File: src/id_pkg.sv
`default_nettype none

package id_pkg;

    ////////////////////////////////////////////////////////////////////////////
    // sizes
    ////////////////////////////////////////////////////////////////////////////

    localparam int XLEN       = 32;
    localparam int NUM_REGS   = 32;
    localparam int REG_AW     = $clog2(NUM_REGS);
    localparam int NUM_RPORTS = 4;

    // instruction buffer, counted per bank
    localparam int BUF_DEPTH  = 16;
    localparam int FULL_LEVEL = 15;
    localparam int PTR_W      = $clog2(BUF_DEPTH);
    localparam int CNT_W      = $clog2(BUF_DEPTH + 1);

    ////////////////////////////////////////////////////////////////////////////
    // encodings
    ////////////////////////////////////////////////////////////////////////////

    // 3R format, opcode in bits 31..15
    localparam logic [16:0] OPC_ADD_W = 17'h00020;
    localparam logic [16:0] OPC_SUB_W = 17'h00022;
    localparam logic [16:0] OPC_AND   = 17'h00029;
    localparam logic [16:0] OPC_OR    = 17'h0002a;
    localparam logic [16:0] OPC_XOR   = 17'h0002b;

    // 2RI12 format, opcode in bits 31..22
    localparam logic [9:0]  OPC_ADDI_W = 10'h00a;

    typedef enum logic [2:0] {
        ADD,
        SUB,
        AND,
        OR,
        XOR
    } alu_op_e;

    // subset of the architectural ecode values
    typedef enum logic [7:0] {
        NONE = 8'd0,
        ADEF = 8'd8,
        INE  = 8'd13
    } ecode_e;

    ////////////////////////////////////////////////////////////////////////////
    // bundles
    ////////////////////////////////////////////////////////////////////////////

    typedef struct packed {
        logic [XLEN-1:0] pc;
        logic [31:0]     ir;
        ecode_e          ecode;
    } fetch_slot_t;

    typedef struct packed {
        logic              valid;
        logic [XLEN-1:0]   pc;
        alu_op_e           op;
        logic [REG_AW-1:0] rd;
        logic [REG_AW-1:0] rj;
        logic [REG_AW-1:0] rk;
        logic [XLEN-1:0]   imm;      // sign-extended si12
        logic              use_imm;
        logic              we;
        ecode_e            ecode;
    } uop_t;

    // also used as the commit report
    typedef struct packed {
        logic              valid;
        logic [XLEN-1:0]   pc;
        logic [REG_AW-1:0] rd;
        logic              we;
        logic [XLEN-1:0]   wdata;
        ecode_e            ecode;
    } exec_result_t;

endpackage

`default_nettype wire

File: src/alu_exec.sv
`timescale 1ns/1ns
`default_nettype none

module alu_exec (
    input  wire id_pkg::uop_t                                         i_uop0,
    input  wire id_pkg::uop_t                                         i_uop1,
    input  wire [id_pkg::NUM_RPORTS-1:0][id_pkg::XLEN-1:0]            i_rdata,
    output logic [id_pkg::NUM_RPORTS-1:0][id_pkg::REG_AW-1:0]         o_raddr,
    output id_pkg::exec_result_t                                      o_res0,
    output id_pkg::exec_result_t                                      o_res1
);

    logic [id_pkg::XLEN-1:0] src_b0;
    logic [id_pkg::XLEN-1:0] src_a1;
    logic [id_pkg::XLEN-1:0] rk_val1;
    logic [id_pkg::XLEN-1:0] src_b1;
    logic [id_pkg::XLEN-1:0] val0;
    logic [id_pkg::XLEN-1:0] val1;
    logic                    fwd_en;

    function automatic logic [id_pkg::XLEN-1:0] alu_calc(
        input id_pkg::alu_op_e         op,
        input logic [id_pkg::XLEN-1:0] a,
        input logic [id_pkg::XLEN-1:0] b
    );
        case (op)
            id_pkg::SUB: return a - b;
            id_pkg::AND: return a & b;
            id_pkg::OR:  return a | b;
            id_pkg::XOR: return a ^ b;
            default:     return a + b;
        endcase
    endfunction

    // wdata reads as zero whenever nothing is written
    function automatic id_pkg::exec_result_t pack_result(
        input id_pkg::uop_t            u,
        input logic [id_pkg::XLEN-1:0] val
    );
        id_pkg::exec_result_t r;
        r.valid = u.valid;
        r.pc    = u.pc;
        r.rd    = u.rd;
        r.we    = u.we;
        r.wdata = u.we ? val : '0;
        r.ecode = u.ecode;
        return r;
    endfunction

    // ports 0/1 serve lane 0, ports 2/3 lane 1
    assign o_raddr[0] = i_uop0.rj;
    assign o_raddr[1] = i_uop0.rk;
    assign o_raddr[2] = i_uop1.rj;
    assign o_raddr[3] = i_uop1.rk;

    assign src_b0 = i_uop0.use_imm ? i_uop0.imm : i_rdata[1];
    assign val0   = alu_calc(i_uop0.op, i_rdata[0], src_b0);

    // lane 0 result bypasses the register file into lane 1
    assign fwd_en  = i_uop0.valid && i_uop0.we;
    assign src_a1  = (fwd_en && i_uop0.rd == i_uop1.rj) ? val0 : i_rdata[2];
    assign rk_val1 = (fwd_en && i_uop0.rd == i_uop1.rk) ? val0 : i_rdata[3];
    assign src_b1  = i_uop1.use_imm ? i_uop1.imm : rk_val1;
    assign val1    = alu_calc(i_uop1.op, src_a1, src_b1);

    assign o_res0 = pack_result(i_uop0, val0);
    assign o_res1 = pack_result(i_uop1, val1);

    // the buffer always fills slot 0 first
    always_comb begin
        a_lane_order: assert final (!i_uop1.valid || i_uop0.valid)
            else $error("lane 1 valid without lane 0");
    end

endmodule

`default_nettype wire

File: config.mk
export PLATFORM = sky130hd
export DESIGN_NAME = alu_exec
export DESIGN_NICKNAME = d
export VERILOG_FILES = /design/src/id_pkg.sv /design/src/alu_exec.sv
export SDC_FILE = /design/constraint.sdc
export NUM_CORES = 1
export LEC_CHECK = 0
export ABC_AREA = 1
export BUFFER_PORTS_ARGS = -buffer_cell sky130_fd_sc_hd__buf_4
export CORE_AREA = 2 2 189 191
export DETAILED_ROUTE_END_ITERATION = 12
export DIE_AREA = 0 0 191 193
export PLACE_DENSITY_LB_ADDON = 0.15
export SLEW_MARGIN = 0
export SYNTH_ARGS = -nofsm -noshare
export SYNTH_HDL_FRONTEND = slang
export SYNTH_SLANG_ARGS = --single-unit
File: constraint.sdc
create_clock -name vclk -period 15.38
set_input_delay 0.769 -clock vclk [all_inputs]
set_output_delay 0.769 -clock vclk [all_outputs]
set_load 0.1 [all_outputs]
==> flow_summary_export.csv <==
group,metric,value,unit
power,p_sw,0.559,mW
power,intPower,0.233,mW
finish,nNetsFinal,2903,
worst_hold_path,min_to,"o_raddr[9]",
worst_setup_path,worstSetupPathType,"input pin to output pin",
worst_hold_path,hold_depth,0,
sta,setup_viol,0,
finish,clkbuf_count,0,
finish,regArea,0,um^2
power,p_leak,8.31,nW
worst_setup_path,endpoint_kind,"output pin",
power,swShare,0.706,
route,drt-initial-drc-count,831,
route,route.detailed.drc,0,
die,die_x,191,um
sta,fmax,112,MHz
place,dp_slack,6.45,ns
global_routing,grt_pass1_vias,13400,
run,maxCapViolCount,0,
sta,min_period,8.96,ns
route,drtAntennaViolNets,0,
sta,fin_ws,6.42,ns
sta,grt_setup_unrepaired,"no",
logic_synthesis,synth.area.top_cells,"nand2_1 21%, ha_1 19%, inv_1 13%",
die,initial_utilization,0.351,
worst_setup_path,worst_ep_arrival_time,8.20,ns
worst_hold_path,hold_path_class,"input pin to output pin",
power,power,0.792,mW
finish,seq_cell_count,0,
sta,worst_pin_slew,1.14,ns
finish,area_delta_synth_final,14.4,%
finish,post-route-cell-area,14000,um^2
sta,tns,0,ns
die,io_pins,492,
place,place_congestion,0.936,
worst_setup_path,cp_slowest_cell,"o21ai_0",
sta,min_period_over_period,0.583,
logic_synthesis,postSynthCellCount,2262,
die,num_rows,69,
sta,holdWs,1.54,ns
logic_synthesis,synth-seq-area-share,0,
finish,mostFrequentLayoutCell,"nand2_1",
die,core_area,35000,um^2
global_routing,grt_overflow,0,
place,hpwl,40200,um
logic_synthesis,avgSynthCellArea,5.42,um^2
route,totalWireLength,47000,um
route,avgRoutedWirePerCell,16.4,um
run_status,outcome,"complete, no violations",
worst_hold_path,hp-start,"i_uop0[46]",
route,vias,14100,
sta,slew_viol_final,0,
finish,layout_common_cells,"681 x nand2_1, 410 x inv_1, 310 x buf_4, 188 x ha_1, 170 x nor2_1",
worst_setup_path,cp.required,14.61,ns
place,postPlaceCellArea,14000,um^2
logic_synthesis,synth_top_cell_area_share,0.208,
global_routing,antenna_found_initial,1,
place,dp_cells,2858,
finish,drive_above_1_share,0.154,
finish,final_util,0.401,
global_routing,grt_pass1_wl,72200,um
global_routing,grt_max_degree,60,
clocking,cts.repair.resized,0,
power,ir_drop,0.0441,mV
worst_setup_path,startpoint_type,"input pin",
finish,fillers,4001,
place,io_buffer_count,300,
power,p_per_area,56.5,nW/um^2
sta,hold_viol_final,0,
worst_setup_path,cp_max_fo,59,
logic_synthesis,synthesis.area,12300,um^2
route,via_per_inst,4.92,
logic_synthesis,yosys.area.top_type,"nand2_1",
power,p_clk_frac,0,
logic_synthesis,ys.warnings.count,0,
power,seqPwrFrac,0,
route,first_pass_iters,5,
clocking,postCtsSetupBuffers,0,
die,dieHeight,193,um
global_routing,grtUsageTotal,0.248,
power,pwr-share-comb,1.000,
finish,instances_no_fill,2859,
sta,relSlewSlack,0.239,
logic_synthesis,yosysUniqueCellTypes,49,
die,die_area,36900,um^2
clocking,hold_buffers,0,
worst_setup_path,timing.critical_path.mode_cell,"nand2_1",
worst_setup_path,cpPeakStageDelay,0.55,ns
logic_synthesis,synth_fp_nets,2766,
cell families (layout without fill, tap and decap cells):
group | count (synthesis) | count (layout) | share of synthesized area
simple gates | 1060 | 1060 | 0.355
buf+inv | 597 | 732 | 0.224
compound gates | 344 | 344 | 0.175
fa+ha+maj | 190 | 190 | 0.195
xor+xnor | 71 | 71 | 0.0507
other cells | 0 | 1 | 0
Yosys cell counts, types with 6 or more instances:
| library cell | count |
|---|---|
| and2_1 | 6 |
| inv_2 | 10 |
| buf_6 | 7 |
| nand4_1 | 18 |
| inv_1 | 410 |
| a21boi_0 | 7 |
| o21ai_1 | 16 |
| clkbuf_1 | 35 |
| nor2_2 | 8 |
| buf_4 | 118 |
| o211ai_1 | 23 |
| o21ai_0 | 101 |
| nand2_1 | 681 |
| or2_2 | 14 |
| a211oi_1 | 10 |
| nor2_1 | 172 |
| ha_1 | 188 |
| a221oi_1 | 11 |
| nor3_1 | 14 |
| a21oi_1 | 94 |
| nand3_1 | 130 |
| o21a_1 | 31 |
| o2111ai_1 | 16 |
| buf_2 | 13 |
| xor2_1 | 66 |
worst max-delay path, delay by kind of cell:
kind	cells	cell delay, ns
adders and majority gates	3	1.04
AOI/OAI and AO/OA	7	1.80
buffers and inverters	4	0.71
xor gates and xnor gates	2	0.33
and+or+nand+nor	25	3.48
power by group through the flow:
stage	sequential, mW	combinational, mW	clock [mW]
4_1_cts	0	0.791	0
6_report	0	0.792	0.00000000870
3_5_place_dp	0	0.788	0
3_3_place_gp	0	0.782	0
2_1_floorplan	0	0.698	0
5_1_grt	0	0.871	0.00000000870
final cells by class:
type	instances	area (um^2)	area share
diodes	1	2.50	0.000178
inverters	422	1580	0.113
multi-input cells	1665	9540	0.680
well taps	461	577	0.0411
repair buffers	310	2330	0.166
metal layers:
metal / track usage / share of wire / vias up
met5: 0 / 0 / -
met4: 0.0686 / 0.029 / 0
met3: 0.0150 / 0.053 / 65
met2: 0.414 / 0.45 / 451
met1: 0.343 / 0.47 / 6261
li1: - / - / 7285
worst max-delay path by stage:
stage	from	endpoint	slack, ns
after detailed placement	i_uop0[9]	o_res1[39]	6.45
final	i_uop0[9]	o_res1[39]	6.42
after floorplan	i_uop0[9]	o_res1[36]	7.33
after global placement	i_uop0[9]	o_res1[39]	6.53
after CTS	i_uop0[9]	o_res1[39]	6.43
after global routing	i_uop0[9]	o_res1[39]	5.48
Note: power is estimated with default switching activity, not from simulation.
