`src/id_pkg.sv`:
```
`default_nettype none

package id_pkg;

    ////////////////////////////////////////////////////////////////////////////
    // sizes
    ////////////////////////////////////////////////////////////////////////////

    localparam int XLEN       = 32;
    localparam int NUM_REGS   = 32;
    localparam int REG_AW     = $clog2(NUM_REGS);
    localparam int NUM_RPORTS = 4;

    // instruction buffer, counted per bank
    localparam int BUF_DEPTH  = 16;
    localparam int FULL_LEVEL = 15;
    localparam int PTR_W      = $clog2(BUF_DEPTH);
    localparam int CNT_W      = $clog2(BUF_DEPTH + 1);

    ////////////////////////////////////////////////////////////////////////////
    // encodings
    ////////////////////////////////////////////////////////////////////////////

    // 3R format, opcode in bits 31..15
    localparam logic [16:0] OPC_ADD_W = 17'h00020;
    localparam logic [16:0] OPC_SUB_W = 17'h00022;
    localparam logic [16:0] OPC_AND   = 17'h00029;
    localparam logic [16:0] OPC_OR    = 17'h0002a;
    localparam logic [16:0] OPC_XOR   = 17'h0002b;

    // 2RI12 format, opcode in bits 31..22
    localparam logic [9:0]  OPC_ADDI_W = 10'h00a;

    typedef enum logic [2:0] {
        ADD,
        SUB,
        AND,
        OR,
        XOR
    } alu_op_e;

    // subset of the architectural ecode values
    typedef enum logic [7:0] {
        NONE = 8'd0,
        ADEF = 8'd8,
        INE  = 8'd13
    } ecode_e;

    ////////////////////////////////////////////////////////////////////////////
    // bundles
    ////////////////////////////////////////////////////////////////////////////

    typedef struct packed {
        logic [XLEN-1:0] pc;
        logic [31:0]     ir;
        ecode_e          ecode;
    } fetch_slot_t;

    typedef struct packed {
        logic              valid;
        logic [XLEN-1:0]   pc;
        alu_op_e           op;
        logic [REG_AW-1:0] rd;
        logic [REG_AW-1:0] rj;
        logic [REG_AW-1:0] rk;
        logic [XLEN-1:0]   imm;      // sign-extended si12
        logic              use_imm;
        logic              we;
        ecode_e            ecode;
    } uop_t;

    // also used as the commit report
    typedef struct packed {
        logic              valid;
        logic [XLEN-1:0]   pc;
        logic [REG_AW-1:0] rd;
        logic              we;
        logic [XLEN-1:0]   wdata;
        ecode_e            ecode;
    } exec_result_t;

endpackage

`default_nettype wire

```
`src/inst_decoder.sv`:
```
`timescale 1ns/1ns
`default_nettype none

module inst_decoder (
    input  wire id_pkg::fetch_slot_t i_slot,
    input  wire                      i_valid,
    output id_pkg::uop_t             o_uop
);

    logic [31:0] ir;
    logic        matched;

    assign ir = i_slot.ir;

    always_comb begin
        o_uop         = '0;
        matched       = 1'b1;
        o_uop.valid   = i_valid;
        o_uop.pc      = i_slot.pc;

        // field positions are the same for 3R and 2RI12
        o_uop.rd      = ir[4:0];
        o_uop.rj      = ir[9:5];
        o_uop.rk      = ir[14:10];
        o_uop.imm     = {{20{ir[21]}}, ir[21:10]};
        o_uop.use_imm = 1'b0;
        o_uop.op      = id_pkg::ADD;

        if (ir[31:22] == id_pkg::OPC_ADDI_W) begin
            o_uop.op      = id_pkg::ADD;
            o_uop.use_imm = 1'b1;
        end else begin
            case (ir[31:15])
                id_pkg::OPC_ADD_W: o_uop.op = id_pkg::ADD;
                id_pkg::OPC_SUB_W: o_uop.op = id_pkg::SUB;
                id_pkg::OPC_AND:   o_uop.op = id_pkg::AND;
                id_pkg::OPC_OR:    o_uop.op = id_pkg::OR;
                id_pkg::OPC_XOR:   o_uop.op = id_pkg::XOR;
                default:           matched  = 1'b0;
            endcase
        end

        // a fetch exception wins over an illegal encoding
        if (i_slot.ecode != id_pkg::NONE) begin
            o_uop.ecode = i_slot.ecode;
        end else if (!matched) begin
            o_uop.ecode = id_pkg::INE;
        end else begin
            o_uop.ecode = id_pkg::NONE;
        end

        // no write for exceptions or for r0
        o_uop.we = i_valid
                && matched
                && (i_slot.ecode == id_pkg::NONE)
                && (o_uop.rd != '0);
    end

endmodule

`default_nettype wire

```
`config.mk`:
```
export PLATFORM = sky130hd
export DESIGN_NAME = inst_decoder
export DESIGN_NICKNAME = d
export VERILOG_FILES = /design/src/id_pkg.sv /design/src/inst_decoder.sv
export SDC_FILE = /design/constraint.sdc
export NUM_CORES = 1
export LEC_CHECK = 0
export ABC_AREA = 1
export BUFFER_PORTS_ARGS = -buffer_cell sky130_fd_sc_hd__buf_2
export CORE_MARGIN = 5
export CORE_UTILIZATION = 27
export DETAILED_ROUTE_END_ITERATION = 16
export GPL_TIMING_DRIVEN = 1
export PLACE_DENSITY_LB_ADDON = 0.15
export SYNTH_ARGS = -nofsm -noshare
export SYNTH_HDL_FRONTEND = slang
export SYNTH_SLANG_ARGS = --single-unit
```
`constraint.sdc`:
```
create_clock -name vclk -period 1
set_input_delay 0.1 -clock vclk [all_inputs]
set_output_delay 0.1 -clock vclk [all_outputs]
set_load 0.01 [all_outputs]
```
==> flow_metrics.tcl, run 1 <==
set metrics [dict create \
    grt_max_degree 22 \
    swShare 0.5137 \
    hold_path.class "in2out" \
    gr-total-overflow 0 \
    row_count 20 \
    power_density_mw_per_mm2 346.8 \
    setup.worst_path.class "in2out" \
    worst-endpoint-arrival_ns 1.01 \
    end_kind "output port" \
    dpl.hpwl_um 1836 \
    power.leakage_nw 0.5273 \
    ys_top_cells_by_area "buf_4 (69%), nor2_1 (7.7%), nand2_1 (5.6%)" \
    worstHoldStart "i_slot[17]" \
    startpoint "i_slot[34]" \
    synth_nets 215 \
    yosysTopAreaCell "buf_4" \
    max_freq_mhz 904.4 \
    syn_inst 142 \
    finalCritPeriodShare 1.106 \
    seqPwrFrac 0 \
    maxSlewViolCount 0 \
    violations "setup timing" \
    die_w_um 66.92 \
    hold_violations 0 \
    gp_congestion 0.6772 \
    setup.worst_path.start_class "primary input" \
    postRouteAntennaNets 0 \
    grt_use_total 0.07302 \
    core_mm2 0.003078 \
    slew_headroom 0.8950 \
    path_max_fanout 3 \
    seqCellArea_um2 0 \
    nNetsFinal 220 \
    start_util 0.2841 \
    p_switching_mw 0.1512 \
    dpl_cell_area_um2 755.7 \
    setup_violations 7 \
    drive_gt1_frac 0.7586 \
    grt_first_pass_wirelength_um 2739 \
    areaGrowthSynthToFinish_pct -3.004 \
    drtPass1Iterations 3 \
    combPwrFrac 1.000 \
    status "finished with violations" \
    cts_hold_buf 0 \
    synth_cell_types 13 \
    fillers 355 \
    grt_pass1_vias 627 \
    final_area_um2 848.3 \
    dr_total_vias 672 \
    clock_buffers 0 \
    drt_iter0_drc 13 \
    portBuffers 77 \
    fin_crit_ns 1.106 \
    cap_violations 0 \
    antenna_found_initial 0 \
    tightest_slew_ns 0.1566 \
    wl_per_cell_um 10.65 \
    drc 0 \
    rsz0062_at_grt "true" \
    seq_cell_count 0 \
    syn_area_um2 874.6 \
    wl_um 2013 \
    n_antenna_cell 0 \
    die_h_um 66.92 \
    vdd_drop_max_uv 75.10 \
    io_pins 166 \
    intPower_mw 0.1431 \
    vias_per_cell 3.556 \
    avgSynthCellArea_um2 6.159 \
    yosys_warnings 0 \
    dieArea_mm2 0.004478 \
    worst_slack_ns -0.1057 \
    ys_seq_area_frac 0 \
    stdcell_count 189 \
    pwr-share-clk 0 \
    cp.required_ns 0.90 \
    synth.top_cell.area_share 0.6867 \
    placedCellCount 186 \
]
## through the flow
| stage | hold WS, ns | util | TNS (ns) | power (mW) | setup WS, ns |
|---|---|---|---|---|---|
| 6_report | 0.2000 | 0.2756 | -0.4838 | 0.2942 | -0.1057 |
| 5_1_grt | 0.2000 | 0.2756 | -1.039 | 0.3236 | -0.1915 |
| 4_1_cts | 0.2001 | 0.2683 | -0.5541 | 0.2918 | -0.1155 |
| 3_5_place_dp | 0.2001 | 0.2455 | -0.9984 | 0.2724 | -0.1815 |
| 3_3_place_gp | 0.2001 | 0.2455 | -0.9917 | 0.2745 | -0.1779 |
| 2_1_floorplan | 0.2918 | - | 0 | 0.3867 | 0.08423 |
## power by group through the flow
stage	logic [mW]	clock network [mW]	registers (mW)
after floorplan	0.387	0	0
after global placement	0.275	0	0
after detailed placement	0.272	0	0
after CTS	0.292	0	0
after global routing	0.324	0	0
final	0.294	0	0
## what timing repair did
item | in CTS | in global routing
pin swaps | 15 | 5
setup buffers | 3 | 0
endpoints found under the setup margin | 8 | 8
gates resized for setup | 15 | 6
## path summary, 6_finish.rpt
path	to	depth (start not counted)
worst max-delay path	o_uop[0]	9
worst min-delay path	o_uop[51]	0
## cell usage in the layout, fill, tap and decap left out
cell	Yosys	layout
nor2_4	1	2
o21ai_2	1	1
nand2_1	13	9
inv_1	9	5
inv_2	2	6
or2_4	1	1
nor2_1	18	15
buf_4	80	9
nor3_1	2	1
buf_2	0	73
nand2_4	0	1
nor2_2	0	2
nand2_2	4	7
buf_6	0	6
nor3_2	0	1
nand3_2	0	1
nand3_1	3	2
nand4_1	3	3
## synth_stat cells
cell,number
nand2_2,4
nand4_1,3
nor2_4,1
or2_4,1
o21ai_2,1
buf_4,80
inv_2,2
clkbuf_1,5
inv_1,9
nand3_1,3
nand2_1,13
nor2_1,18
nor3_1,2
## worst max-delay path, cell delays in order
cell and delay, ns:
buf_6 0.09, or2_4 0.24, nor2_4 0.10, nand2_2 0.08, nand2_2 0.07, o21ai_2 0.07
nand2_2 0.08, nand2_1 0.05, buf_2 0.13
## final cells by class
cell class         instances  area (µm²)  share of cell area
repair buffers            88       500.5              0.5900
multi-input cells         46       251.5              0.2965
well taps                 44       55.05             0.06490
inverters                 11       41.29             0.04867
## per-layer routing
metal	GRT usage	vias up	part of all wire
met5	0	-	0
met4	0.02785	0	0.027
met3	0.02192	13	0.13
met2	0.1374	38	0.51
met1	0.07440	272	0.33
li1	-	349	-
## cells by family after synthesis
| logic type | Yosys count | synth area share |
|---|---|---|
| and+or+nand+nor | 45 | 0.2346 |
| buffers and inverters | 96 | 0.7554 |
| AOI/OAI and AO/OA | 1 | 0.01002 |
Note: power is estimated with default switching activity, not from simulation.
==> inputs of run 2 (changes only) <==
--- a/config.mk
+++ b/config.mk
@@ -8,7 +8,7 @@
 export ABC_AREA = 1
 export BUFFER_PORTS_ARGS = -buffer_cell sky130_fd_sc_hd__buf_2
 export CORE_MARGIN = 5
-export CORE_UTILIZATION = 27
+export CORE_UTILIZATION = 29
 export DETAILED_ROUTE_END_ITERATION = 16
 export GPL_TIMING_DRIVEN = 1
 export PLACE_DENSITY_LB_ADDON = 0.15
==> constraint.sdc (replaced) <==
create_clock -name vclk -period 1.3
set_input_delay 0.13 -clock vclk [all_inputs]
set_output_delay 0.13 -clock vclk [all_outputs]
set_load 0.01 [all_outputs]
==> run 2 against run 1 <==
- the flow now finishes without violations
- design area down 18%
- worst hold slack better by 0.060 ns
- worst setup slack gained 0.21 ns
- sequential cell count did not move
- largest cell class unchanged
==> flow_metrics.tcl, run 2 (synthesis results as in run 1) <==
set metrics [dict create \
    io_pins 166 \
    drt_iter0_drc 17 \
    pwr-share-clk 0 \
    hold_violations 0 \
    grt_use_total 0.07809 \
    final_common_cell "buf_2" \
    drc 0 \
    vdd_drop_max_uv 59.65 \
    ctsResizeCount 0 \
    die_h_um 64.92 \
    vias_per_cell 3.946 \
    layout_common_cells "buf_2 (77), nor2_1 (17), nand2_1 (13)" \
    die_w_um 64.92 \
    grt_max_degree 22 \
    portBuffers 77 \
    setup.worst_path.start_class "primary input" \
    antenna_found_initial 0 \
    row_count 20 \
    grt_first_pass_wirelength_um 2801 \
    dpl.hpwl_um 1840 \
    rsz0062_at_grt "false" \
    dieArea_mm2 0.004214 \
    cts_hold_buf 0 \
    postRouteAntennaNets 0 \
    path_max_fanout 3 \
    gp_congestion 0.6486 \
    wl_um 1998 \
    n_antenna_cell 0 \
    areaGrowthSynthToFinish_pct -20.31 \
    seqCellArea_um2 0 \
    p_switching_mw 0.1095 \
    startpoint "i_slot[32]" \
    maxSlewViolCount 0 \
    tightest_slew_ns 0.1942 \
    dr_total_vias 663 \
    max_freq_mhz 836.8 \
    hold_path.class "in2out" \
    seqPwrFrac 0 \
    combPwrFrac 1.000 \
    nNetsFinal 210 \
    power_density_mw_per_mm2 289.5 \
    dp_slack_ns 0.08725 \
    clock_buffers 0 \
    drive_gt1_frac 0.6593 \
    power.leakage_nw 0.4712 \
    status "complete, no violations" \
    seq_cell_count 0 \
    grt_pass1_vias 605 \
    fin_crit_ns 1.195 \
    worstHoldStart "i_slot[46]" \
    slew_headroom 0.8699 \
    p_total_mw 0.2018 \
    cap_violations 0 \
    end_kind "output port" \
    swShare 0.5425 \
    cp.required_ns 1.17 \
    intPower_mw 0.09231 \
    setup_violations 0 \
    gr-total-overflow 0 \
    start_util 0.2937 \
    post-cts-setup-buffers 0 \
    wl_per_cell_um 11.89 \
    fin_tns_setup_ns 0 \
    drtPass1Iterations 4 \
    core_mm2 0.002978 \
    worst_slack_ns 0.1050 \
    setup.worst_path.class "in2out" \
    finalCritPeriodShare 0.9193 \
    worst-endpoint-arrival_ns 1.07 \
]
==> run 2: cell count changes in the layout (fill, tap and decap cells not counted), moves of 2 or more <==
cell and change:
buf_4 -8, buf_6 -6, buf_2 +4, inv_1 +4
inv_2 -4, nand2_1 +4, nand2_2 -3, nor2_1 +2
==> run 2: through the flow <==
| step | hold WS, ns | cells | cell area (µm²) | util |
|---|---|---|---|---|
| after global routing | 0.2600 | 168 | 696.9 | 0.2340 |
| after floorplan | 0.3518 | 142 | 874.6 | - |
| final | 0.2600 | 168 | 696.9 | 0.2340 |
| after detailed placement | 0.2601 | 168 | 689.4 | 0.2315 |
| after CTS | 0.2601 | 168 | 689.4 | 0.2315 |
| after global placement | 0.2601 | 168 | 689.4 | 0.2315 |
==> run 2: area by class of cell <==
type / instances / area [µm²]
Fill cell: 367 / 2281
Timing Repair Buffer: 78 / 392.9
Multi-Input combinational cell: 46 / 221.5
Inverter: 11 / 41.29
Tap cell: 33 / 41.29
==> run 2: power groups by stage <==
stage               registers, mW  clock network [mW]  logic [mW]
global route                    0                   0       0.224
finish                          0                   0       0.202
floorplan                       0                   0       0.297
CTS                             0                   0       0.204
detailed placement              0                   0       0.203
global placement                0                   0       0.202
==> run 2: final timing paths <==
kind | slack [ns] | depth (start not counted) | end
max | 0.10 | 9 | o_uop[2]
min | 0.26 | 0 | o_uop[66]
==> run 2: routing by layer <==
layer	part of all wire	routed length, µm	track usage
met1	0.30	602	0.08368
met2	0.52	1029	0.1290
met3	0.13	268	0.02600
met4	0.048	96	0.05277
met5	0	0	0
==> run 2: critical path: stages <==
cell and delay (ns):
buf_2 0.09, or2_4 0.24, nor2_4 0.13, nand2_2 0.07
nand2_1 0.08, o21ai_2 0.07, nand2_2 0.07, nand2_1 0.05
buf_2 0.13
==> inputs of run 3 (changes only) <==
--- a/config.mk
+++ b/config.mk
@@ -5,13 +5,13 @@
 export SDC_FILE = /design/constraint.sdc
 export NUM_CORES = 1
 export LEC_CHECK = 0
-export ABC_AREA = 1
 export BUFFER_PORTS_ARGS = -buffer_cell sky130_fd_sc_hd__buf_2
 export CORE_MARGIN = 5
-export CORE_UTILIZATION = 29
+export CORE_UTILIZATION = 30
 export DETAILED_ROUTE_END_ITERATION = 16
 export GPL_TIMING_DRIVEN = 1
 export PLACE_DENSITY_LB_ADDON = 0.15
+export SKIP_LAST_GASP = 1
 export SYNTH_ARGS = -nofsm -noshare
 export SYNTH_HDL_FRONTEND = slang
 export SYNTH_SLANG_ARGS = --single-unit
==> run 3 against run 2 <==
- the run now ends with setup timing left
- power up 15%
- synthesized cell count down 18%
- critical path depth down 4
- clock-buffer cell count did not move
- worst setup slack got worse by 0.23 ns
- cell count is 10% lower
- area after synthesis up 5.2%
- fmax shrank 16%
- core utilization up 4.0 points
- design area up 18%
- routed wire length shrank 3.1%
==> flow_metrics.tcl, run 3 <==
set metrics [dict create \
    drt_iter0_drc 5 \
    gp_congestion 0.7178 \
    max_freq_mhz 699.9 \
    clock_buffers 0 \
    grt_first_pass_wirelength_um 2801 \
    die_w_um 65.37 \
    final_common_cell "buf_2" \
    n_antenna_cell 0 \
    seqCellArea_um2 0 \
    drc 0 \
    final_core_util 0.2738 \
    grt_use_total 0.07829 \
    vias_per_cell 4.437 \
    yosysTopAreaCell "buf_4" \
    multiInputGateArea_um2 299.0 \
    post-cts-setup-buffers 0 \
    seq_cell_count 0 \
    wl_per_cell_um 12.82 \
    cts_hold_buf 0 \
    vdd_drop_max_uv 123.1 \
    io_pins 166 \
    maxSlewViolCount 0 \
    nNetsFinal 193 \
    status "finished with violations" \
    grt_pass1_vias 624 \
    hold_path.class "in2out" \
    end_kind "output port" \
    avgSynthCellArea_um2 7.928 \
    layout_common_cells "buf_2 (76), buf_4 (10), inv_1 (4)" \
    setup.worst_path.class "in2out" \
    hold_violations 0 \
    tightest_slew_ns 0.2432 \
    slew_headroom 0.8367 \
    worst_slack_ns -0.1287 \
    rsz0062_at_grt "true" \
    synth_cell_types 24 \
    cp.required_ns 1.17 \
    dieArea_mm2 0.004273 \
    setup.worst_path.start_class "primary input" \
    path_cells "buf_6 -> or4_4 -> nand4bb_4 -> nor3_2 -> buf_2" \
    finalCritPeriodShare 1.099 \
    drtPass1Iterations 2 \
    yosys_warnings 0 \
    drive_gt1_frac 0.8475 \
    synth.most_common_cell "buf_4" \
    dp_slack_ns -0.2014 \
    setup_violations 7 \
    ys_top_cells_by_area "buf_4 (65%), nor4_4 (6.9%), nand4bb_4 (3.0%)" \
    cap_violations 0 \
    power.leakage_nw 0.4597 \
    synth.top_cell.area_share 0.6531 \
    grt_max_degree 16 \
    syn_area_um2 919.6 \
    areaGrowthSynthToFinish_pct -10.61 \
    die_h_um 65.37 \
    worstHoldStart "i_slot[68]" \
    p_total_mw 0.2314 \
    path_max_fanout 4 \
    worst-endpoint-arrival_ns 1.30 \
    fillers 341 \
    violations "setup timing" \
    synth_nets 189 \
    cp_slowest_cell "or4_4" \
    power_density_mw_per_mm2 281.5 \
    gr-total-overflow 0 \
    row_count 20 \
    portBuffers 77 \
    start_util 0.3062 \
    antenna_found_initial 0 \
    fin_crit_ns 1.429 \
    dr_total_vias 670 \
    startpoint "i_slot[35]" \
    wl_um 1936 \
    cpPeakStageDelay_ns 0.56 \
    synth_commonest_cells "buf_4 (80), clkbuf_1 (5), inv_1 (4)" \
    syn_inst 116 \
    postRouteAntennaNets 0 \
    ys_seq_area_frac 0 \
    core_mm2 0.003003 \
]
run 3: cell types whose count changed in the layout (fill, tap and decap cells not counted), sizes merged, moves of 3 or more:
cell,previous run,this run
nor2,19,1
nand2,17,2
buf,78,87
o211ai,0,4
nor4,0,3
inv,11,4
run 3: area by class of cell:
cell class | instances | area share
inverter | 4 | 0.01826
multi-input combinational | 27 | 0.3638
tap | 33 | 0.05023
timing repair buffer | 87 | 0.5677
run 3: cells by family after synthesis:
family | Yosys count | synth area share
buffers and inverters | 89 | 0.6898
AND/OR/NAND/NOR | 20 | 0.2422
AO/OA/AOI/OAI | 6 | 0.05850
XOR/XNOR | 1 | 0.009526
run 3: final timing paths:
check	end	slack, ns	depth (start not counted)
max	o_uop[57]	-0.13	5
min	o_uop[88]	0.26	0
run 3: repair_timing:
action,in CTS,in global routing
gates resized for setup,2,1
cloned,0,0
pin swaps,8,3
setup endpoints to repair,7,8
run 3: metal layers:
metal / vias to the layer above / wire [µm] / global-route usage
met2: 52 / 1000 / 0.1429
met4: 0 / 96 / 0.04663
met5: - / 0 / 0
met3: 29 / 286 / 0.02735
li1: 302 / - / -
met1: 287 / 553 / 0.07480
run 3: metrics by stage:
stage	cell area, µm²	setup TNS, ns	hold slack (ns)	cells
3_5_place_dp	807.0	-0.9569	0.2601	151
5_1_grt	822.0	-1.057	0.2600	151
2_1_floorplan	924.6	-0.001680	0.2932	116
6_report	822.0	-0.6526	0.2600	151
4_1_cts	819.5	-0.7440	0.2601	151
3_3_place_gp	807.0	-0.9110	0.2601	151
run 3: power breakdown:
group / total, mW / switching [mW] / internal (mW)
registers: 0 / 0 / 0
logic: 0.231 / 0.119 / 0.112
clock network: 0 / 0 / 0
total: 0.231 / 0.119 / 0.112
run 3: worst max-delay path, delay by kind of cell:
family	cells	cell delay [ns]
and+or+nand+nor	3	0.92
buffers and inverters	2	0.24
